**config.mk**
```make
export PLATFORM = sky130hd
export DESIGN_NAME = fe2_mul_top
export DESIGN_NICKNAME = d
export VERILOG_FILES = /design/src/common/fp_pkg.sv /design/src/common/stream_pkg.sv /design/src/common/if_fe_stream.sv /design/src/fp_mul/fp_mul_pipe.sv /design/src/logic/fp_addsub.sv /design/src/fe2_mul/fe2_mul_seq.sv /design/src/logic/fe2_mul_top.sv
export SDC_FILE = /design/constraint.sdc
export NUM_CORES = 1
export LEC_CHECK = 0
export ABC_AREA = 1
export BUFFER_PORTS_ARGS = -buffer_cell sky130_fd_sc_hd__buf_4
export CELL_PAD_IN_SITES_DETAIL_PLACEMENT = 1
export CELL_PAD_IN_SITES_GLOBAL_PLACEMENT = 1
export CORE_MARGIN = 2
export CORE_UTILIZATION = 30
export CTS_CLUSTER_DIAMETER = 100
export DETAILED_ROUTE_END_ITERATION = 16
export HOLD_SLACK_MARGIN = 0.12
export PLACE_DENSITY_LB_ADDON = 0.08
export SLEW_MARGIN = 40
export SYNTH_ARGS = -nofsm -noshare
export SYNTH_HDL_FRONTEND = slang
export SYNTH_HIERARCHICAL = 1
export SYNTH_SLANG_ARGS = --single-unit
```
**constraint.sdc**
```tcl
create_clock -name i_clk -period 24 [get_ports i_clk]
set_clock_uncertainty 0.15 [all_clocks]
set_input_delay 4.8 -clock i_clk [delete_from_list [all_inputs] [get_ports i_clk]]
set_output_delay 4.8 -clock i_clk [all_outputs]
set_load 0.02 [all_outputs]
```
**src/common/fp_pkg.sv**
```systemverilog
package fp_pkg;

  localparam int FE_BITS = 16;

  // base field element and the operand pair fed to every Fp unit
  typedef logic [FE_BITS-1:0] fe_t;

  typedef struct packed {
    fe_t hi; // b operand
    fe_t lo; // a operand
  } fe_pair_t;

  // P = 2^16 - 17, P mod 4 == 3 so i^2 + 1 is irreducible
  localparam fe_t FP_MOD = 16'd65519;

  // Barrett constants, mu = floor(2^34 / P)
  // quotient estimate is at most one short for any product below P^2
  localparam int BARRETT_K = 34;
  localparam logic [18:0] BARRETT_MU = 19'd262212;

endpackage

```
**src/common/stream_pkg.sv**
```systemverilog
package stream_pkg;

  localparam int CTL_BITS = 8;

  // user tag, carried unchanged from request to result
  typedef logic [CTL_BITS-1:0] ctl_t;

  // unstalled depth of the Fp multiplier
  localparam int MUL_LAT = 4;

endpackage

```
**src/common/if_fe_stream.sv**
```systemverilog
interface if_fe_stream
  import stream_pkg::*;
#(
  parameter type DAT_T = logic [31:0]
) ();

  DAT_T dat;
  logic val;
  logic rdy;
  logic sop; // first beat of a packet
  logic eop; // last beat of a packet
  ctl_t ctl;

  // a beat moves on a clock edge with val and rdy both high
  // source keeps everything steady while val is up and rdy is down
  modport source (
    output dat,
    output val,
    output sop,
    output eop,
    output ctl,
    input  rdy
  );

  modport sink (
    input  dat,
    input  val,
    input  sop,
    input  eop,
    input  ctl,
    output rdy
  );

endinterface

```
**src/fp_mul/fp_mul_pipe.sv**
```systemverilog
module fp_mul_pipe
  import fp_pkg::*;
  import stream_pkg::*;
(
  input logic         i_clk,
  input logic         i_rst,
  if_fe_stream.sink   i_op_if,
  if_fe_stream.source o_res_if
);

  localparam int PROD_BITS = 2 * FE_BITS;
  localparam int MU_BITS   = $bits(BARRETT_MU);
  localparam int WIDE_BITS = PROD_BITS + MU_BITS;

  // framing and user tag, shifted alongside the data
  typedef struct packed {
    logic sop;
    logic eop;
    ctl_t ctl;
  } tag_t;

  logic                 en;
  logic [MUL_LAT-1:0]   vld;
  tag_t [MUL_LAT-1:0]   tag;
  tag_t                 in_tag;

  logic [PROD_BITS-1:0] s1_prod;  // a * b
  logic [WIDE_BITS-1:0] s1_wide;
  logic [PROD_BITS-1:0] s2_prod;
  logic [FE_BITS:0]     s2_quot;  // quotient estimate
  logic [PROD_BITS-1:0] s2_qp;
  logic [PROD_BITS-1:0] s2_diff;
  logic [FE_BITS:0]     s3_rem;   // below 2P
  logic [FE_BITS:0]     s3_red;
  fe_t                  res_q;

  // whole pipe freezes only while the result is held
  assign en          = ~o_res_if.val | o_res_if.rdy;
  assign i_op_if.rdy = en;

  assign in_tag = '{sop: i_op_if.sop, eop: i_op_if.eop, ctl: i_op_if.ctl};

  assign s1_wide = WIDE_BITS'(s1_prod) * WIDE_BITS'(BARRETT_MU);
  assign s2_qp   = PROD_BITS'(s2_quot) * PROD_BITS'(FP_MOD);
  assign s2_diff = s2_prod - s2_qp;
  assign s3_red  = (s3_rem >= {1'b0, FP_MOD}) ? s3_rem - {1'b0, FP_MOD} : s3_rem;

  always_ff @(posedge i_clk) begin
    if (i_rst) begin
      vld <= '0;
      tag <= '0;
    end else if (en) begin
      vld <= {vld[MUL_LAT-2:0], i_op_if.val};
      tag <= {tag[MUL_LAT-2:0], in_tag};
    end
  end

  always_ff @(posedge i_clk) begin
    if (en) begin
      s1_prod <= PROD_BITS'(i_op_if.dat.lo) * PROD_BITS'(i_op_if.dat.hi);
      s2_prod <= s1_prod;
      s2_quot <= s1_wide[BARRETT_K +: FE_BITS+1]; // (x * mu) >> 34
      s3_rem  <= s2_diff[FE_BITS:0];              // x - q*P, upper bits are zero
      res_q   <= s3_red[FE_BITS-1:0];
    end
  end

  assign o_res_if.dat = res_q;
  assign o_res_if.val = vld[MUL_LAT-1];
  assign o_res_if.sop = tag[MUL_LAT-1].sop;
  assign o_res_if.eop = tag[MUL_LAT-1].eop;
  assign o_res_if.ctl = tag[MUL_LAT-1].ctl;

  // one correction step must be enough after the mu estimate
  a_reduced: assert property (@(posedge i_clk) disable iff (i_rst)
    o_res_if.val |-> o_res_if.dat < FP_MOD);

endmodule

```
**src/logic/fp_addsub.sv**
```systemverilog
module fp_addsub
  import fp_pkg::*;
#(
  parameter bit SUBTRACT = 1'b0 // 1: lo - hi, 0: lo + hi
) (
  input logic         i_clk,
  input logic         i_rst,
  if_fe_stream.sink   i_op_if,
  if_fe_stream.source o_res_if
);

  logic [FE_BITS:0] raw; // carry or borrow in the top bit
  fe_t              res;

  if (SUBTRACT) begin : g_sub
    always_comb begin
      raw = {1'b0, i_op_if.dat.lo} - {1'b0, i_op_if.dat.hi};
      // on borrow the low bits hold lo - hi + 2^16, adding P wraps back
      res = raw[FE_BITS] ? raw[FE_BITS-1:0] + FP_MOD : raw[FE_BITS-1:0];
    end
  end else begin : g_add
    always_comb begin
      raw = {1'b0, i_op_if.dat.lo} + {1'b0, i_op_if.dat.hi};
      if (raw >= {1'b0, FP_MOD})
        res = fe_t'(raw - {1'b0, FP_MOD});
      else
        res = raw[FE_BITS-1:0];
    end
  end

  // single output register, takes a new operand when empty or draining
  assign i_op_if.rdy = ~o_res_if.val | o_res_if.rdy;

  always_ff @(posedge i_clk) begin
    if (i_rst) begin
      o_res_if.val <= 1'b0;
      o_res_if.sop <= 1'b0;
      o_res_if.eop <= 1'b0;
    end else if (i_op_if.rdy) begin
      o_res_if.val <= i_op_if.val;
      o_res_if.dat <= res;
      o_res_if.ctl <= i_op_if.ctl;
      o_res_if.sop <= i_op_if.sop;
      o_res_if.eop <= i_op_if.eop;
    end
  end

  a_reduced: assert property (@(posedge i_clk) disable iff (i_rst)
    o_res_if.val |-> o_res_if.dat < FP_MOD);

endmodule

```
**src/fe2_mul/fe2_mul_seq.sv**
```systemverilog
module fe2_mul_seq
  import fp_pkg::*;
(
  input logic         i_clk,
  input logic         i_rst,
  // Fp2 operand stream in, Fp2 result stream out
  if_fe_stream.sink   i_mul_fe2_if,
  if_fe_stream.source o_mul_fe2_if,
  // shared Fp multiplier
  if_fe_stream.source o_mul_fe_if,
  if_fe_stream.sink   i_mul_fe_if,
  // Fp subtractor, gives c0
  if_fe_stream.source o_sub_fe_if,
  if_fe_stream.sink   i_sub_fe_if,
  // Fp adder, gives c1
  if_fe_stream.source o_add_fe_if,
  if_fe_stream.sink   i_add_fe_if
);

  logic [1:0] mul_cnt; // issue slot: a0b0, a1b1, a1b0, a0b1
  logic [1:0] col_cnt; // which product comes back next
  logic       out_cnt; // 0 = c0 beat, 1 = c1 beat

  fe_t a_q;
  fe_t b_q;  // b0, later swapped for b1
  fe_t lo_q; // first product of each pair

  logic mul_free;
  logic sub_free;
  logic add_free;
  logic out_free;
  logic prod_xfer;

  // an output register can take new data when empty or draining this cycle
  assign mul_free = ~o_mul_fe_if.val | o_mul_fe_if.rdy;
  assign sub_free = ~o_sub_fe_if.val | o_sub_fe_if.rdy;
  assign add_free = ~o_add_fe_if.val | o_add_fe_if.rdy;
  assign out_free = ~o_mul_fe2_if.val | o_mul_fe2_if.rdy;

  // input beats only in the first two slots, cross products need no input
  assign i_mul_fe2_if.rdy = ~mul_cnt[1] & mul_free;

  always_comb begin
    case (col_cnt)
      2'd1:    i_mul_fe_if.rdy = sub_free; // second half of the sub pair
      2'd3:    i_mul_fe_if.rdy = add_free;
      default: i_mul_fe_if.rdy = 1'b1;     // goes to lo_q
    endcase
  end

  assign prod_xfer = i_mul_fe_if.val & i_mul_fe_if.rdy;

  assign i_sub_fe_if.rdy = ~out_cnt & out_free;
  assign i_add_fe_if.rdy = out_cnt & out_free;

  // issue to the multiplier
  always_ff @(posedge i_clk) begin
    if (i_rst) begin
      mul_cnt         <= '0;
      o_mul_fe_if.val <= 1'b0;
      o_mul_fe_if.sop <= 1'b0;
      o_mul_fe_if.eop <= 1'b0;
    end else if (mul_free) begin
      case (mul_cnt)
        2'd0: begin
          o_mul_fe_if.dat <= i_mul_fe2_if.dat; // a0 * b0
          o_mul_fe_if.val <= i_mul_fe2_if.val;
          o_mul_fe_if.ctl <= i_mul_fe2_if.ctl;
          o_mul_fe_if.sop <= 1'b1;
          o_mul_fe_if.eop <= 1'b0;
          {b_q, a_q}      <= i_mul_fe2_if.dat;
          if (i_mul_fe2_if.val) mul_cnt <= 2'd1;
        end
        2'd1: begin
          o_mul_fe_if.dat <= i_mul_fe2_if.dat; // a1 * b1
          o_mul_fe_if.val <= i_mul_fe2_if.val;
          o_mul_fe_if.sop <= 1'b0;
          if (i_mul_fe2_if.val) mul_cnt <= 2'd2;
        end
        2'd2: begin
          // a1 stays in the lo half, b1 parked in b_q for the last slot
          o_mul_fe_if.dat <= {b_q, o_mul_fe_if.dat.lo};
          o_mul_fe_if.val <= 1'b1;
          b_q             <= o_mul_fe_if.dat.hi;
          mul_cnt         <= 2'd3;
        end
        default: begin
          o_mul_fe_if.dat <= {a_q, b_q}; // a0 * b1
          o_mul_fe_if.val <= 1'b1;
          o_mul_fe_if.eop <= 1'b1;
          mul_cnt         <= 2'd0;
        end
      endcase
    end
  end

  // pair up products for the sub and add units
  always_ff @(posedge i_clk) begin
    if (i_rst) begin
      col_cnt         <= '0;
      o_sub_fe_if.val <= 1'b0;
      o_sub_fe_if.sop <= 1'b0;
      o_sub_fe_if.eop <= 1'b0;
      o_add_fe_if.val <= 1'b0;
      o_add_fe_if.sop <= 1'b0;
      o_add_fe_if.eop <= 1'b0;
    end else begin
      if (o_sub_fe_if.val && o_sub_fe_if.rdy) o_sub_fe_if.val <= 1'b0;
      if (o_add_fe_if.val && o_add_fe_if.rdy) o_add_fe_if.val <= 1'b0;

      if (prod_xfer) begin
        col_cnt <= col_cnt + 2'd1;
        case (col_cnt)
          2'd1: begin
            // lo - hi = a0b0 - a1b1
            o_sub_fe_if.dat <= {i_mul_fe_if.dat, lo_q};
            o_sub_fe_if.ctl <= i_mul_fe_if.ctl;
            o_sub_fe_if.val <= 1'b1;
            o_sub_fe_if.sop <= 1'b1; // c0 opens the result
            o_sub_fe_if.eop <= 1'b0;
          end
          2'd3: begin
            o_add_fe_if.dat <= {i_mul_fe_if.dat, lo_q}; // a1b0 + a0b1
            o_add_fe_if.ctl <= i_mul_fe_if.ctl;
            o_add_fe_if.val <= 1'b1;
            o_add_fe_if.sop <= 1'b0;
            o_add_fe_if.eop <= 1'b1;
          end
          default: lo_q <= i_mul_fe_if.dat;
        endcase
      end
    end
  end

  // result stream, c0 from the subtractor then c1 from the adder
  always_ff @(posedge i_clk) begin
    if (i_rst) begin
      out_cnt          <= 1'b0;
      o_mul_fe2_if.val <= 1'b0;
      o_mul_fe2_if.sop <= 1'b0;
      o_mul_fe2_if.eop <= 1'b0;
    end else if (out_free) begin
      if (!out_cnt) begin
        o_mul_fe2_if.dat <= i_sub_fe_if.dat;
        o_mul_fe2_if.val <= i_sub_fe_if.val;
        o_mul_fe2_if.sop <= i_sub_fe_if.sop;
        o_mul_fe2_if.eop <= i_sub_fe_if.eop;
        o_mul_fe2_if.ctl <= i_sub_fe_if.ctl;
        if (i_sub_fe_if.val) out_cnt <= 1'b1;
      end else begin
        o_mul_fe2_if.dat <= i_add_fe_if.dat;
        o_mul_fe2_if.val <= i_add_fe_if.val;
        o_mul_fe2_if.sop <= i_add_fe_if.sop;
        o_mul_fe2_if.eop <= i_add_fe_if.eop;
        o_mul_fe2_if.ctl <= i_add_fe_if.ctl;
        if (i_add_fe_if.val) out_cnt <= 1'b0;
      end
    end
  end

  // operand beats have to line up with the issue slots
  a_in_frame: assert property (@(posedge i_clk) disable iff (i_rst)
    i_mul_fe2_if.val && i_mul_fe2_if.rdy |->
      i_mul_fe2_if.sop == !mul_cnt[0] && i_mul_fe2_if.eop == mul_cnt[0]);

  // tags back from the multiplier keep issue and collect in step
  a_prod_frame: assert property (@(posedge i_clk) disable iff (i_rst)
    prod_xfer |->
      i_mul_fe_if.sop == (col_cnt == 2'd0) && i_mul_fe_if.eop == (col_cnt == 2'd3));

  // framing comes through the sub and add units, so check it here
  a_no_sop_eop: assert property (@(posedge i_clk) disable iff (i_rst)
    o_mul_fe2_if.val |-> !(o_mul_fe2_if.sop && o_mul_fe2_if.eop));

  a_out_hold: assert property (@(posedge i_clk) disable iff (i_rst)
    o_mul_fe2_if.val && !o_mul_fe2_if.rdy |=>
      $stable(o_mul_fe2_if.dat) && $stable(o_mul_fe2_if.ctl));

endmodule

```
**src/logic/fe2_mul_top.sv**
```systemverilog
module fe2_mul_top
  import fp_pkg::*;
  import stream_pkg::*;
(
  input  logic     i_clk,
  input  logic     i_rst,
  // operand stream, {b.c0, a.c0} then {b.c1, a.c1}
  input  fe_pair_t i_in_dat,
  input  logic     i_in_val,
  input  logic     i_in_sop,
  input  logic     i_in_eop,
  input  ctl_t     i_in_ctl,
  output logic     o_in_rdy,
  // result stream, c0 then c1
  output fe_t      o_out_dat,
  output logic     o_out_val,
  input  logic     i_out_rdy,
  output logic     o_out_sop,
  output logic     o_out_eop,
  output ctl_t     o_out_ctl
);

  if_fe_stream #(.DAT_T(fe_pair_t)) in_if ();
  if_fe_stream #(.DAT_T(fe_t))      out_if ();
  if_fe_stream #(.DAT_T(fe_pair_t)) seq2mul ();
  if_fe_stream #(.DAT_T(fe_t))      mul2seq ();
  if_fe_stream #(.DAT_T(fe_pair_t)) seq2sub ();
  if_fe_stream #(.DAT_T(fe_t))      sub2seq ();
  if_fe_stream #(.DAT_T(fe_pair_t)) seq2add ();
  if_fe_stream #(.DAT_T(fe_t))      add2seq ();

  assign in_if.dat = i_in_dat;
  assign in_if.val = i_in_val;
  assign in_if.sop = i_in_sop;
  assign in_if.eop = i_in_eop;
  assign in_if.ctl = i_in_ctl;
  assign o_in_rdy  = in_if.rdy;

  assign o_out_dat  = out_if.dat;
  assign o_out_val  = out_if.val;
  assign o_out_sop  = out_if.sop;
  assign o_out_eop  = out_if.eop;
  assign o_out_ctl  = out_if.ctl;
  assign out_if.rdy = i_out_rdy;

  fe2_mul_seq u_seq (
    .i_clk        (i_clk),
    .i_rst        (i_rst),
    .i_mul_fe2_if (in_if),
    .o_mul_fe2_if (out_if),
    .o_mul_fe_if  (seq2mul),
    .i_mul_fe_if  (mul2seq),
    .o_sub_fe_if  (seq2sub),
    .i_sub_fe_if  (sub2seq),
    .o_add_fe_if  (seq2add),
    .i_add_fe_if  (add2seq)
  );

  fp_mul_pipe u_mul (
    .i_clk    (i_clk),
    .i_rst    (i_rst),
    .i_op_if  (seq2mul),
    .o_res_if (mul2seq)
  );

  fp_addsub #(.SUBTRACT(1'b1)) u_sub (
    .i_clk    (i_clk),
    .i_rst    (i_rst),
    .i_op_if  (seq2sub),
    .o_res_if (sub2seq)
  );

  fp_addsub #(.SUBTRACT(1'b0)) u_add (
    .i_clk    (i_clk),
    .i_rst    (i_rst),
    .i_op_if  (seq2add),
    .o_res_if (add2seq)
  );

endmodule

```
==> impl_metrics.toml <==
[outcome]
status = "finished clean"

[finish]
nFillCells = 13400
layout-drive-gt1-share_pct = 6.88
syn_to_final_growth_pct = 11.5
layout.nets = 4722
diodes = 0
finish.utilization_pct = 33.6
fin_area_mm2 = 0.0383

[timing]
maxSlewViolCount = 0
final-setup-viol-count = 0
slew_headroom_pct = 42.9
grt_setup_unrepaired = "no"
fmax_mhz = 79.6
timing.hold.ws_ps = 258
worst_pin_slew_ps = 856
hold_viol_final = 0
fin_tns_setup_ps = 0
period_needed_ps = 12560
finalCritPeriodShare_pct = 52.3

[placed_design]
port_buffers = 71
gp_congestion = 0.837
dpl_cell_area_mm2 = 0.0366
hpwl_um = 78300

[synthesis]
yosys_warnings = 6
synthCells = 4009
avgSynthCellArea_um2 = 8.57
netlist_area_mm2 = 0.0344

[clocking]
root_buffer = "clkbuf_16"
clock_path_buffers = 3
cts_hold_buffers = 0
clk_latency_ps = 630
cts.clk_slew.worst_paths_ps = 60
cts_made_buffers = 49
ctsResizeCount = 0
cts_tree = "built"
h-tree-depth = 2
clkSinkCount = 394
postCtsSetupRepairBufs = 0

[global_routing]
grt_max_degree = 71
grt-ovfl-total = 0
grt_pass1_vias = 26600
grt_use_total_pct = 16.7
antenna_found_initial = 1
grt_pass1_wl_um = 153000

[floorplanning]
fp.dieW_um = 342
floorplan.die_area_mm2 = 0.117
ios = 74
coreArea_mm2 = 0.114
die_y_um = 342
rows = 124
start_util_pct = 30.1

[worst_setup_path]
r2r-end = "u_mul/s1_prod[22]"
crit_chain = "buf_4, nor2_1, nor2_1, nor2_1, inv_1, inv_1, nand2_1, nand2_1, nand3_2, nor2_2, buf_4, inv_6, inv_1, nand2_1, inv_1, nor2_1, buf_4"
rr_worst_depth = 18
arrival_ps = 7610
cpMaxStageDelayCell = "nor2_1"
crit_required_ps = 19050
r2r_start = "u_seq/o_mul_fe_if.dat[17]"
r2r_slack_ps = 17540
cp_max_fo = 66
critical-path-max-stage-delay_ps = 400
cp-end-kind = "primary output"
crit_path_start_kind = "input port"
path_class = "in -> out"

[route]
wl_met2_um = 46100
drt-initial-drc-count = 1062
antenna_left = 0
drc_errors = 0
via_per_inst = 4.45
drtPass1Iterations = 5
vias = 25000
top_layer_used = "met4"
wl_per_cell_um = 17.1
wl_met3_um = 1910
m1WireLength_um = 46500
routed_wl_um = 95700

[run]
max_cap_violations = 0

[min_path]
min_path_cells = 0
min_from = "u_seq/o_add_fe_if.ctl[0]"
hold_path_end = "u_add/o_res_if.ctl[0]"
hp-class = "reg -> reg"
flip-flops by register name, indices dropped and copies added, names as in the netlist, 17 cells and up:
register / count
u_seq/o_add_fe_if.dat: 32
u_mul/s3_rem: 17
u_mul/s1_prod: 32
u_seq/o_sub_fe_if.dat: 32
u_mul/tag: 24
u_seq/o_mul_fe_if.dat: 32
u_mul/s2_quot: 17
u_mul/s2_prod: 17
worst max path at each step:
stage                     startpoint  endpoint  slack (ps)  cells after the start
after floorplan            i_out_rdy  o_in_rdy        9800                     15
after global placement     i_out_rdy  o_in_rdy       11330                     17
after detailed placement   i_out_rdy  o_in_rdy       11350                     17
after CTS                  i_out_rdy  o_in_rdy       11340                     17
after global routing       i_out_rdy  o_in_rdy       10930                     17
final                      i_out_rdy  o_in_rdy       11440                     17
layout by cell type (no fill, tap or decap), types with 5 or more instances in the layout:
master,n
nor3_1,28
buf_4,88
xnor2_1,17
buf_6,13
o21ai_2,5
inv_2,9
clkbuf_8,5
nand3_2,6
o21bai_1,13
o21ai_1,20
ha_1,319
a21oi_1,150
nor2_1,195
o21ai_0,84
nand3b_1,6
buf_8,10
clkinv_1,9
dfxtp_1,55
nor2_4,8
a22oi_1,7
inv_1,836
clkbuf_16,50
nor2_2,13
nand2_1,1144
nand3_1,132
clkbuf_1,12
clkinv_2,7
a31oi_1,7
fa_1,299
xor2_1,65
nand2_2,26
nand4_1,46
and2_1,5
a21o_1,10
a22oi_2,10
edfxtp_1,339
cell type report:
class / count / area [um2] / area share [%]
Tap cell: 1512 / 1890 / 4.94
Sequential cell: 394 / 11300 / 29.4
Multi-Input combinational cell: 2651 / 19400 / 50.6
Timing Repair Buffer: 111 / 957 / 2.50
Clock buffer: 67 / 1370 / 3.56
Clock inverter: 25 / 240 / 0.627
Inverter: 851 / 3200 / 8.36
layer usage:
metal  up-vias  track usage [%]
li1      12500                -
met1     12200             23.1
met2       195             28.6
met3        62             1.64
met4         0             2.79
met5         -                0
critical path, delay by kind of cell:
kind | cells | cell delay [ps]
buf+inv | 8 | 1320
simple gates | 9 | 1450
per-stage QoR:
stage          instances  worst slack (ps)
5_1_grt             5611             10930
4_1_cts             5604             11340
6_report            5611             11440
2_1_floorplan       4010              9800
3_3_place_gp        5497             11330
3_5_place_dp        5512             11350
Power is left out: the tool's default activity adds up to more than one toggle a clock period on the data nets, which glitch-free logic cannot reach.
